File: config.mk
export PLATFORM = sky130hd
export DESIGN_NAME = fxp_multiplier
export DESIGN_NICKNAME = d
export VERILOG_FILES = /design/src/kalman_pkg.sv /design/src/fxp_multiplier.sv
export VERILOG_INCLUDE_DIRS = /design/src
export SDC_FILE = /design/constraint.sdc
export NUM_CORES = 1
export LEC_CHECK = 0
export BUFFER_PORTS_ARGS = -buffer_cell sky130_fd_sc_hd__buf_2
export CORE_ASPECT_RATIO = 0.7
export CORE_MARGIN = 5
export CORE_UTILIZATION = 55
export CTS_BUF_LIST = sky130_fd_sc_hd__clkbuf_4 sky130_fd_sc_hd__clkbuf_8
export CTS_CLUSTER_SIZE = 16
export DETAILED_ROUTE_END_ITERATION = 7
export GPL_TIMING_DRIVEN = 0
export HOLD_SLACK_MARGIN = 0.06
export PLACE_DENSITY = 0.85
export SETUP_SLACK_MARGIN = 0.5
export SLEW_MARGIN = 20
export SYNTH_ARGS = -nofsm -noshare
export SYNTH_HDL_FRONTEND = slang
export SYNTH_SLANG_ARGS = --single-unit
export TNS_END_PERCENT = 10
File: constraint.sdc
create_clock -name clk -period 4.5 [get_ports clk]
set_clock_uncertainty 0.05 [all_clocks]
set_input_delay 0.45 -clock clk [delete_from_list [all_inputs] [get_ports clk]]
set_output_delay 0.45 -clock clk [all_outputs]
set_load 0.02 [all_outputs]
File: src/kalman_params.svh
`ifndef KALMAN_PARAMS_SVH
`define KALMAN_PARAMS_SVH

// ========================================
// filter model dimensions
// ========================================
`define KG_STATES 12
`define KG_MEAS 6

// ========================================
// Q16.16 word format
// ========================================
`define KG_DWIDTH 32
`define KG_FRAC 16

// shift-add multiplier, one multiplier bit per cycle
`define KG_MUL_ITER 32

`endif

File: src/kalman_pkg.sv
`include "kalman_params.svh"

package kalman_pkg;

    // signed fixed point word, Q16.16
    typedef logic signed [`KG_DWIDTH-1:0] fxp_t;

    // operands for one multiply
    typedef struct packed {
        fxp_t a;
        fxp_t b;
    } mul_req_t;

    // finish is a single cycle pulse, result valid with it
    typedef struct packed {
        logic finish;
        fxp_t result;
    } mul_resp_t;

endpackage

File: src/fxp_multiplier.sv
`timescale 1ns/100ps

`include "kalman_params.svh"

module fxp_multiplier
    import kalman_pkg::*;
(
    input  logic      clk,
    input  logic      rst_n,
    input  logic      mul_valid,
    input  mul_req_t  req,
    output mul_resp_t resp
);

    localparam int CNT_W  = $clog2(`KG_MUL_ITER);
    localparam int PROD_W = 2 * `KG_DWIDTH;

    logic [CNT_W-1:0]      iter_cnt;
    logic                  busy;
    logic                  last_iter;
    logic                  finish_q;
    fxp_t                  result_q;

    logic                  neg_q;
    logic [PROD_W-1:0]     mcand_q;
    logic [`KG_DWIDTH-1:0] mplier_q;
    logic [PROD_W-1:0]     partial_q;
    logic [PROD_W-1:0]     partial_nxt;
    logic [PROD_W-1:0]     signed_prod;
    logic [`KG_DWIDTH-1:0] mag_a;
    logic [`KG_DWIDTH-1:0] mag_b;

    // operand magnitudes, sign restored at the end
    assign mag_a = req.a[`KG_DWIDTH-1] ? `KG_DWIDTH'(-req.a) : `KG_DWIDTH'(req.a);
    assign mag_b = req.b[`KG_DWIDTH-1] ? `KG_DWIDTH'(-req.b) : `KG_DWIDTH'(req.b);

    assign last_iter   = (iter_cnt == CNT_W'(`KG_MUL_ITER - 1));
    assign partial_nxt = partial_q + (mplier_q[0] ? mcand_q : '0);
    assign signed_prod = neg_q ? -partial_nxt : partial_nxt;

    // control, a new request always restarts
    always_ff @(posedge clk or negedge rst_n) begin
        if (!rst_n) begin
            busy     <= 1'b0;
            iter_cnt <= '0;
            finish_q <= 1'b0;
        end else begin
            finish_q <= 1'b0;
            if (mul_valid) begin
                busy     <= 1'b1;
                iter_cnt <= '0;
            end else if (busy) begin
                iter_cnt <= iter_cnt + 1'b1;
                if (last_iter) begin
                    busy     <= 1'b0;
                    finish_q <= 1'b1;
                end
            end
        end
    end

    // one conditional add per cycle
    always_ff @(posedge clk) begin
        if (mul_valid) begin
            mcand_q   <= PROD_W'(mag_a);
            mplier_q  <= mag_b;
            partial_q <= '0;
            neg_q     <= req.a[`KG_DWIDTH-1] ^ req.b[`KG_DWIDTH-1];
        end else if (busy) begin
            mcand_q   <= mcand_q << 1;
            mplier_q  <= mplier_q >> 1;
            partial_q <= partial_nxt;
        end
        // drop the low fraction bits
        if (busy && last_iter && !mul_valid) begin
            result_q <= signed_prod[`KG_FRAC +: `KG_DWIDTH];
        end
    end

    assign resp = '{finish: finish_q, result: result_q};

endmodule

# Word-level counts from Yosys, hierarchy flattened
# Cells that the tools add are included.
# totals
out_inout_bits,33
inputBits,67
ff_bits,200
# classes
n_eq_ne,1
n_mux,16
n_reduce_logical,4
addsub,5
n_bitwise,1
# op_table
cell,n
$mux W32,6
$add A64 B64 Y64,1
$mux W64,1
$neg A32 Y32,2
$mux W48,1
$neg A48 Y48,1
$mux W5,2
$mux W1,6
$add A5 B1 Y5 const B,1
$eq A5 B5 Y1 const B,1
$logic_and A1 B1 Y1,2
$reduce_bool A2 Y1,1
$logic_not A1 Y1,1
$xor A1 B1 Y1,1

# Logic depth before layout (Yosys ltp)
# Gate-level depths: netlist of the first run.
# logic_depth
depth_word,4
mapped_depth,18

# Least setup slack after synthesis of the first run
# No wires, ideal clock.
# synth_timing
path_kind,register -> register
start,register mplier_q[0]
end,register result_q[30] (data pin)
slack_ns,-0.148
setup_ns,0.263
arrival_time_ns,4.335
n_path_buf,3
required_time_ns,4.187
period_less_slack_ns,4.648
path_stages_with_launch,19
path_cell_list,edfxtp_1 > clkbuf_1 > clkbuf_1 > and2_1 > ha_1 > fa_1 > a211oi_4 > nor3b_4 > o311ai_2 > a31oi_1 > xnor2_1 > o2111ai_2 > nor4_4 > nand4b_4 > nand4bb_1 > buf_2 > or4_4 > o41ai_2 > xnor2_1
# synth_via
elab_chain_len,4
# synth_rtl
element,line_no,source
start: declaration,fxp_multiplier.sv:26,logic [`KG_DWIDTH-1:0] mplier_q;
start signal: assignment,fxp_multiplier.sv:66,mplier_q <= mag_b;
start signal: assignment,fxp_multiplier.sv:71,mplier_q <= mplier_q >> 1;
$mux W64 *,fxp_multiplier.sv:38,assign partial_nxt = partial_q + (mplier_q[0] ? mcand_q : '0);
$add A64 B64 Y64 *,fxp_multiplier.sv:38,
$neg A48 Y48,fxp_multiplier.sv:39,assign signed_prod = neg_q ? -partial_nxt : partial_nxt;
$mux W48 *,fxp_multiplier.sv:39,
named net signed_prod[46],fxp_multiplier.sv:29,logic [PROD_W-1:0] signed_prod;
end signal: assignment,fxp_multiplier.sv:76,result_q <= signed_prod[`KG_FRAC +: `KG_DWIDTH];
end: declaration,fxp_multiplier.sv:22,fxp_t result_q;
# Mark *: on every way through the listed nets, which the timed path passes. The rest lies on a longest branch.
# A chain may end at the register's enable or synchronous reset.

# Worst setup path after layout of the first run
# Same ends and word-level chain as after synthesis.

==> results of run 1 <==
per-layer routing:
layer | vias to the layer above | global-route usage [%] | share of wire, %
met2 | 562 | 38.0 | 42
met5 | - | 0 | 0.068
met3 | 69 | 7.25 | 12
met1 | 4845 | 36.9 | 45
li1 | 4895 | - | -
met4 | 4 | 5.91 | 1.7
cell families (layout without fill, tap and decap cells):
kind of cell    after synthesis  after routing  synth area share [%]
compound gates              317            317                  18.0
mux                          56             56                  4.96
buf+inv                      86            252                  3.11
xor+xnor                    128            128                  9.87
flops                       168            168                  38.2
other cells                   0              4                     0
simple gates                464            464                  20.1
fa+ha+maj                    52             52                  5.75
path summary, 6_finish.rpt:
check	startpoint	end	slack [ps]	cells past startpoint
max	mplier_q[0]	result_q[30]	-350	18
min	mul_valid	neg_q	140	1
max reg2reg	mplier_q[0]	result_q[30]	-350	18
min reg2reg	mcand_q[47]	mcand_q[47]	450	2
max in group asynchronous	rst_n	finish_q	3950	2
min in group asynchronous	rst_n	iter_cnt[4]	290	2
cell type report:
| class | count | share of cell area, % |
|---|---|---|
| clock buffer | 20 | 1.93 |
| clock inverter | 12 | 1.00 |
| inverter | 17 | 0.469 |
| multi-input combinational | 1017 | 53.8 |
| timing repair buffer | 134 | 5.69 |
| tap | 276 | 2.54 |
| antenna | 4 | 0.0736 |
| sequential | 168 | 32.1 |
| buffer | 69 | 2.40 |
critical path: cells and delay by family, from the launching register on:
| family | cells | cell delay, ps |
|---|---|---|
| fa+ha+maj | 1 | 270 |
| buf+inv | 4 | 690 |
| simple gates | 5 | 1270 |
| xor+xnor | 2 | 330 |
| flops | 1 | 420 |
| compound gates | 6 | 1590 |
sequential cells by signal, summed over array words and instances (netlist names):
register and cells:
mplier_q 32, mcand_q 48, result_q 32, finish_q 1, busy 1, partial_q 48, iter_cnt 5, neg_q 1
layout by cell type (no fill, tap or decap), types with 36 or more instances in the layout:
master / synthesis / routed
sky130_fd_sc_hd__a21oi_1: 119 / 109
sky130_fd_sc_hd__and2_1: 52 / 50
sky130_fd_sc_hd__buf_2: 8 / 104
sky130_fd_sc_hd__buf_4: 2 / 37
sky130_fd_sc_hd__clkbuf_1: 49 / 42
sky130_fd_sc_hd__dfxtp_1: 64 / 64
sky130_fd_sc_hd__edfxtp_1: 97 / 97
sky130_fd_sc_hd__ha_1: 51 / 47
sky130_fd_sc_hd__mux2i_1: 51 / 51
sky130_fd_sc_hd__nand2_1: 92 / 92
sky130_fd_sc_hd__nor2_1: 173 / 172
sky130_fd_sc_hd__o21ai_0: 50 / 36
sky130_fd_sc_hd__xnor2_1: 50 / 40
sky130_fd_sc_hd__xor2_1: 77 / 66
where the power goes:
part	leakage, nW	switching [W]	internal, W
Combinational	3.97	0.00168	0.00106
Clock	0.208	0.000604	0.000530
Sequential	1.57	0.000106	0.00187
Total	5.75	0.00239	0.00347
repair_timing:
item / 4_1_cts / 5_1_grt
hold buffers: 1 / 0
gates resized for setup: 72 / 57
setup buffers: 21 / 9
pin swaps: 24 / 21
endpoints found under the hold margin: 7 / 0
endpoints found under the setup margin: 34 / 37
metrics by stage:
step / worst slack (ps) / util [%] / TNS [ps] / std cells / hold WS (ps)
floorplan: -14.7 / - / -16.8 / 1271 / 104
global placement: -710 / 59.8 / -30720 / 1646 / 248
detailed placement: -799 / 60.0 / -9120 / 1650 / 247
CTS: -238 / 64.3 / -1080 / 1704 / 129
global route: -464 / 66.1 / -4450 / 1715 / 125
finish: -349 / 66.1 / -2630 / 1717 / 142
==> tab_implementation.tex, run 1 <==
\begin{tabular}{lr}
\hline
Metric & Value \\
\hline
\multicolumn{2}{l}{\textbf{Outcome}} \\
Run status & finished, violations left \\
Violations in the final reports & setup timing \\
\multicolumn{2}{l}{\textbf{Timing}} \\
Worst path setup slack after routing & -349 ps \\
Remaining max-slew budget at the tightest pin & a little over two fifths \\
Final setup violation count & 13 \\
Fmax & slightly above 200 MHz \\
Tcrit/Tclk final & 108\% \\
Number of failing hold endpoints at the final stage & 0 \\
Transition time at the pin with the least slew margin & 854 ps \\
Period minus WS final & between 4000 and 5000 ps \\
RSZ-0062 raised after global routing & yes \\
Max-slew violations & 0 \\
\multicolumn{2}{l}{\textbf{Routing}} \\
DRC errors left & 0 \\
Total wire length & roughly 31000 um \\
Via count normalized by instance count & between 6 and 7 \\
Routed wire length per instance & around 18 um \\
DR vias & about 10000 \\
Detailed Routing Iterations Pass 1 & 8 \\
Antenna viol nets, final & 0 \\
Number of design-rule violations left by the first detailed-router iteration & about 1000 \\
\multicolumn{2}{l}{\textbf{Yosys}} \\
Flip-flop and latch count after synthesis & 168 \\
Sequential fraction of the synthesis area & a little under two fifths \\
Number of distinct standard cells referenced by the synthesized netlist & 85 \\
Number of enable-type register cells in the synthesized netlist & 97 \\
Largest cells by area after synthesis & sky130\_fd\_sc\_hd\_\_edfxtp\_1, sky130\_fd\_sc\_hd\_\_dfxtp\_1, sky130\_fd\_sc\_hd\_\_xor2\_1 \\
Average footprint of a synthesized cell & 9.00 um\^{}2 \\
Main synth FF type & sky130\_fd\_sc\_hd\_\_edfxtp\_1 \\
Commonest cells post-synth & sky130\_fd\_sc\_hd\_\_nor2\_1, sky130\_fd\_sc\_hd\_\_a21oi\_1, sky130\_fd\_sc\_hd\_\_edfxtp\_1, sky130\_fd\_sc\_hd\_\_nand2\_1, sky130\_fd\_sc\_hd\_\_xor2\_1 \\
Number of instances in the synthesized netlist & $\sim$1300 \\
Yosys synthesis warning count & 0 \\
Post-synth top area share & between 20\% and 30\% \\
Post-synthesis async set-or-reset flop share & under 10\% \\
Nets in the synthesized netlist & between 1000 and 1500 \\
Cell type with the largest total area after synthesis & sky130\_fd\_sc\_hd\_\_edfxtp\_1 \\
Post-Synthesis Cell Area & 11400 um\^{}2 \\
Most frequent cell after synthesis & sky130\_fd\_sc\_hd\_\_nor2\_1 \\
\multicolumn{2}{l}{\textbf{Final layout}} \\
Multi-input gate area in the final layout & around 7300 um\^{}2 \\
Share of layout cells above drive strength 1 & 21.4\% \\
Area Overhead vs Synth & 19.0\% \\
Total number of nets in the final design & between 1500 and 2000 \\
Final Instance Area & about 14000 um\^{}2 \\
Sequential cell area in the final layout & $\sim$4400 um\^{}2 \\
Filler cell count & $\sim$1600 \\
\multicolumn{2}{l}{\textbf{Hold path}} \\
Type of the tightest min-delay check & input pin to register \\
\multicolumn{2}{l}{\textbf{Clock tree}} \\
Register clock-pin slew on the reported worst setup and hold paths & approximately 100 ps \\
Clock buffer count from CTS & 17 \\
TritonCTS clock tree & yes \\
Number of sinks driven by the clock tree & around 170 \\
Buffer type at the clock tree root & sky130\_fd\_sc\_hd\_\_clkbuf\_8 \\
Clk\_lat worst skew & 490 ps \\
Number of H-tree levels & 4 \\
Maximum clock insertion buffer count & 2 \\
\multicolumn{2}{l}{\textbf{Critical path}} \\
CP dominant cell by count & sky130\_fd\_sc\_hd\_\_o21ai\_0 \\
Critical-path cell list & clkbuf\_8 > clkbuf\_2 > and2\_1 > ha\_1 > buf\_2 > a21oi\_1 > o21ai\_0 > a221oi\_1 > nand3\_2 > a21oi\_2 > o21ai\_0 > xor2\_2 > nor4\_1 > nand4bb\_1 > buf\_4 > or4\_4 > o41ai\_4 > xnor2\_1 \\
Capturing element type of the critical path & register \\
Sort of element at the start of the critical path & register \\
Worst setup path class & register to register \\
CP peak stage delay & around 480 ps \\
Data arrival, critical path & slightly above 5000 ps \\
Slowest stage cell, crit path & sky130\_fd\_sc\_hd\_\_or4\_4 \\
Worst-path fanout max & 10 \\
Data required time at the worst endpoint & 4680 ps \\
\multicolumn{2}{l}{\textbf{GRT}} \\
Gr usage total & about a quarter \\
Vias in the first global route & about 9600 \\
Number of antenna violations at the first check in global routing & 4 \\
GRT Residual Overflow & 0 \\
Pin count of the biggest net entering global routing & 36 \\
First-pass GRT wire length & about 49000 um \\
\multicolumn{2}{l}{\textbf{Power}} \\
Total power & just under 0.006 W \\
PD cells & between 400 and 500 nW/um\^{}2 \\
Leakage power & roughly 5.7 nW \\
VDD IR-drop max & between 0.2 and 0.25 mV \\
\multicolumn{2}{l}{\textbf{Place}} \\
Global placer's final weighted congestion & just under 1 \\
Post-place instance area & 12400 um\^{}2 \\
Number of buffers added on ports & 99 \\
Detailed placement HPWL & $\sim$23000 um \\
\multicolumn{2}{l}{\textbf{Floorplan}} \\
Area of the placeable core & a little over 20000 um\^{}2 \\
Initial Utilization & 55.5\% \\
Area enclosed by the die boundary & approximately 24000 um\^{}2 \\
Horizontal die dimension & about 180 um \\
Placement Rows & 44 \\
Top-level port count & 100 \\
Vert. Die Dim & 131 um \\
\multicolumn{2}{l}{\textbf{Run}} \\
Total of max-cap violations & 0 \\
\hline
\end{tabular}
Power figures use the tool's default switching activity.
==> run 2, diff against run 1 <==
ABC_AREA = 0   (was default)
RECOVER_POWER = 25   (was default)
==> run 2 against run 1 <==
Critical path depth unchanged. Critical endpoint unchanged. Flip-flop and latch count did not move. Power about the same. Die area did not move. Via count decreased by 0.93%. Wire length increased by 0.25%. Combinational power barely moved. Clock power hardly changed. First-iteration DRC count up 4.4%. Critical path type unchanged. The flow finishes with violations (DRC, setup timing).
==> tab_implementation.tex, run 2 (synthesized netlist as in run 1, its figures left out) <==
\begin{tabular}{lr}
\hline
Metric & Value \\
\hline
\multicolumn{2}{l}{\textbf{Critical path}} \\
Data arrival, critical path & slightly above 5000 ps \\
Worst-path fanout max & 10 \\
Worst path buffer plus inverter count & 4 \\
Worst flop-to-flop path startpoint & mplier\_q[0] \\
Delay-heaviest family, CP & compound AO/OA/AOI/OAI gates \\
Startpoint of the most critical setup path & mplier\_q[0] \\
Data required time at the worst endpoint & 4680 ps \\
CP dominant cell by count & sky130\_fd\_sc\_hd\_\_o21ai\_0 \\
Critical-path cell list & clkbuf\_8 > clkbuf\_2 > and2\_1 > ha\_1 > buf\_2 > a21oi\_1 > o21ai\_0 > a221oi\_1 > nand3\_2 > a21oi\_2 > o21ai\_0 > xor2\_2 > nor4\_1 > nand4bb\_1 > buf\_4 > or4\_4 > o41ai\_4 > xnor2\_1 \\
Slowest stage cell, crit path & sky130\_fd\_sc\_hd\_\_or4\_4 \\
Capturing element type of the critical path & register \\
CP peak stage delay & around 480 ps \\
Sort of element at the start of the critical path & register \\
Worst setup path class & register to register \\
\multicolumn{2}{l}{\textbf{Final layout}} \\
Total number of nets in the final design & between 1500 and 2000 \\
Non-filler cells in the finished layout & $\sim$1700 \\
Largest regs & mcand\_q x48, partial\_q x48 \\
Most common cell after layout, fill and taps aside & sky130\_fd\_sc\_hd\_\_nor2\_1 \\
Highest-count cells in the layout ignoring fill and taps & sky130\_fd\_sc\_hd\_\_nor2\_1, sky130\_fd\_sc\_hd\_\_a21oi\_1, sky130\_fd\_sc\_hd\_\_edfxtp\_1 \\
Share of layout cells above drive strength 1 & about a fifth \\
Area Overhead vs Synth & 18.5\% \\
\multicolumn{2}{l}{\textbf{Clock tree}} \\
Number of sinks driven by the clock tree & between 150 and 200 \\
Clk\_lat worst skew & about 480 ps \\
Buffer type at the clock tree root & sky130\_fd\_sc\_hd\_\_clkbuf\_8 \\
TritonCTS clock tree & yes \\
Number of H-tree levels & 4 \\
Clock buffer count from CTS & 17 \\
Register clock-pin slew on the reported worst setup and hold paths & 100 ps \\
Maximum clock insertion buffer count & 2 \\
\multicolumn{2}{l}{\textbf{GRT}} \\
Met1 layer usage reported by global route & roughly 37\% \\
Met3 usage & about 7.2\% \\
Met2 track utilization from global routing & 38.0\% \\
First-pass GRT wire length & a little under 50000 um \\
Gr usage total & between 20\% and 30\% \\
Pin count of the biggest net entering global routing & 36 \\
GRT Max-Usage Layer & met2 \\
Number of antenna violations at the first check in global routing & 4 \\
GRT Residual Overflow & 0 \\
Vias in the first global route & $\sim$9600 \\
\multicolumn{2}{l}{\textbf{Routing}} \\
Total wire length & between 30000 and 40000 um \\
DRC errors left & 9 \\
Antenna viol nets, final & 0 \\
Number of design-rule violations left by the first detailed-router iteration & 1062 \\
Detailed Routing Iterations Pass 1 & 8 \\
Routed wire length per instance & 18.1 um \\
Via count normalized by instance count & approximately 6 \\
DR vias & 10300 \\
\multicolumn{2}{l}{\textbf{Timing}} \\
Setup total negative slack & -2860 ps \\
Period minus WS final & 4890 ps \\
Final setup violation count & 13 \\
Number of failing hold endpoints at the final stage & 0 \\
Tcrit/Tclk final & 109\% \\
Remaining max-slew budget at the tightest pin & 43.7\% \\
Fmax & just over 200 MHz \\
Worst path setup slack after routing & -391 ps \\
Transition time at the pin with the least slew margin & around 840 ps \\
Max-slew violations & 0 \\
RSZ-0062 raised after global routing & yes \\
\multicolumn{2}{l}{\textbf{Run}} \\
Total of max-cap violations & 0 \\
\multicolumn{2}{l}{\textbf{Floorplan}} \\
Placement Rows & 44 \\
Vert. Die Dim & around 130 um \\
Top-level port count & 100 \\
Horizontal die dimension & around 180 um \\
Initial Utilization & $\sim$56\% \\
Area enclosed by the die boundary & about 24000 um\^{}2 \\
Area of the placeable core & $\sim$21000 um\^{}2 \\
\multicolumn{2}{l}{\textbf{Place}} \\
Detailed placement HPWL & 23000 um \\
Global placer's final weighted congestion & slightly below 1 \\
Pre-CTS setup slack & -799 ps \\
Number of buffers added on ports & 99 \\
Post-placement cell count & between 1500 and 2000 \\
\multicolumn{2}{l}{\textbf{Hold path}} \\
Type of the tightest min-delay check & input pin to register \\
Startpoint of the lowest-slack hold path & mul\_valid \\
\multicolumn{2}{l}{\textbf{Power}} \\
VDD IR-drop max & about 0.21 mV \\
PD cells & 432 nW/um\^{}2 \\
Total power & 0.00585 W \\
Leakage power & approximately 5.6 nW \\
\multicolumn{2}{l}{\textbf{Outcome}} \\
Run status & finished, violations left \\
Violations in the final reports & DRC, setup timing \\
\hline
\end{tabular}
[run 2: stage by stage]
stage | cell area [um^2] | utilization, % | hold WS [ps]
2_1_floorplan | 11500 | - | 104
3_3_place_gp | 12300 | 59.8 | 248
3_5_place_dp | 12400 | 60.0 | 247
4_1_cts | 13200 | 64.3 | 129
5_1_grt | 13500 | 65.8 | 162
6_report | 13600 | 65.8 | 178
[run 2: final timing paths]
| check | to | slack [ps] | cells after the start |
|---|---|---|---|
| min in group asynchronous | iter_cnt[4] | 370 | 2 |
| max in group asynchronous | finish_q | 3730 | 2 |
| worst max register to register | result_q[30] | -390 | 18 |
| worst min-delay path | neg_q | 180 | 1 |
| worst min register to register | mcand_q[47] | 450 | 2 |
| worst max-delay path | result_q[30] | -390 | 18 |
[run 2: layout make-up]
type                       count  area [um^2]
multi-input combinational   1017         7310
buffer                        69          327
timing repair buffer         134          727
antenna                        3         7.51
inverter                      17         63.8
tap                          276          345
clock buffer                  20          263
fill                        1635         7040
clock inverter                12          136
sequential                   168         4370
[run 2: where the power goes]
group	internal, W	leakage (nW)	switching, W
logic	0.00106	3.86	0.00169
registers	0.00187	1.57	0.000107
clock network	0.000530	0.208	0.000597
total	0.00347	5.64	0.00239
[run 2: what timing repair did]
action / CTS / global route
buffers inserted: 21 / 9
pin swaps: 24 / 21
gates resized for setup: 72 / 57
endpoints found under the setup margin: 34 / 37
hold buffers: 1 / 0
gates cloned: 0 / 0
endpoints found under the hold margin: 7 / 0
[run 2: routing by layer]
layer  wire [um]  vias to the layer above  share of wire, %
met4         472                        4               1.5
met5          21                        -             0.068
met1       14200                     4792                46
li1            -                     4899                 -
met2       12900                      515                42
met3        3450                       68                11
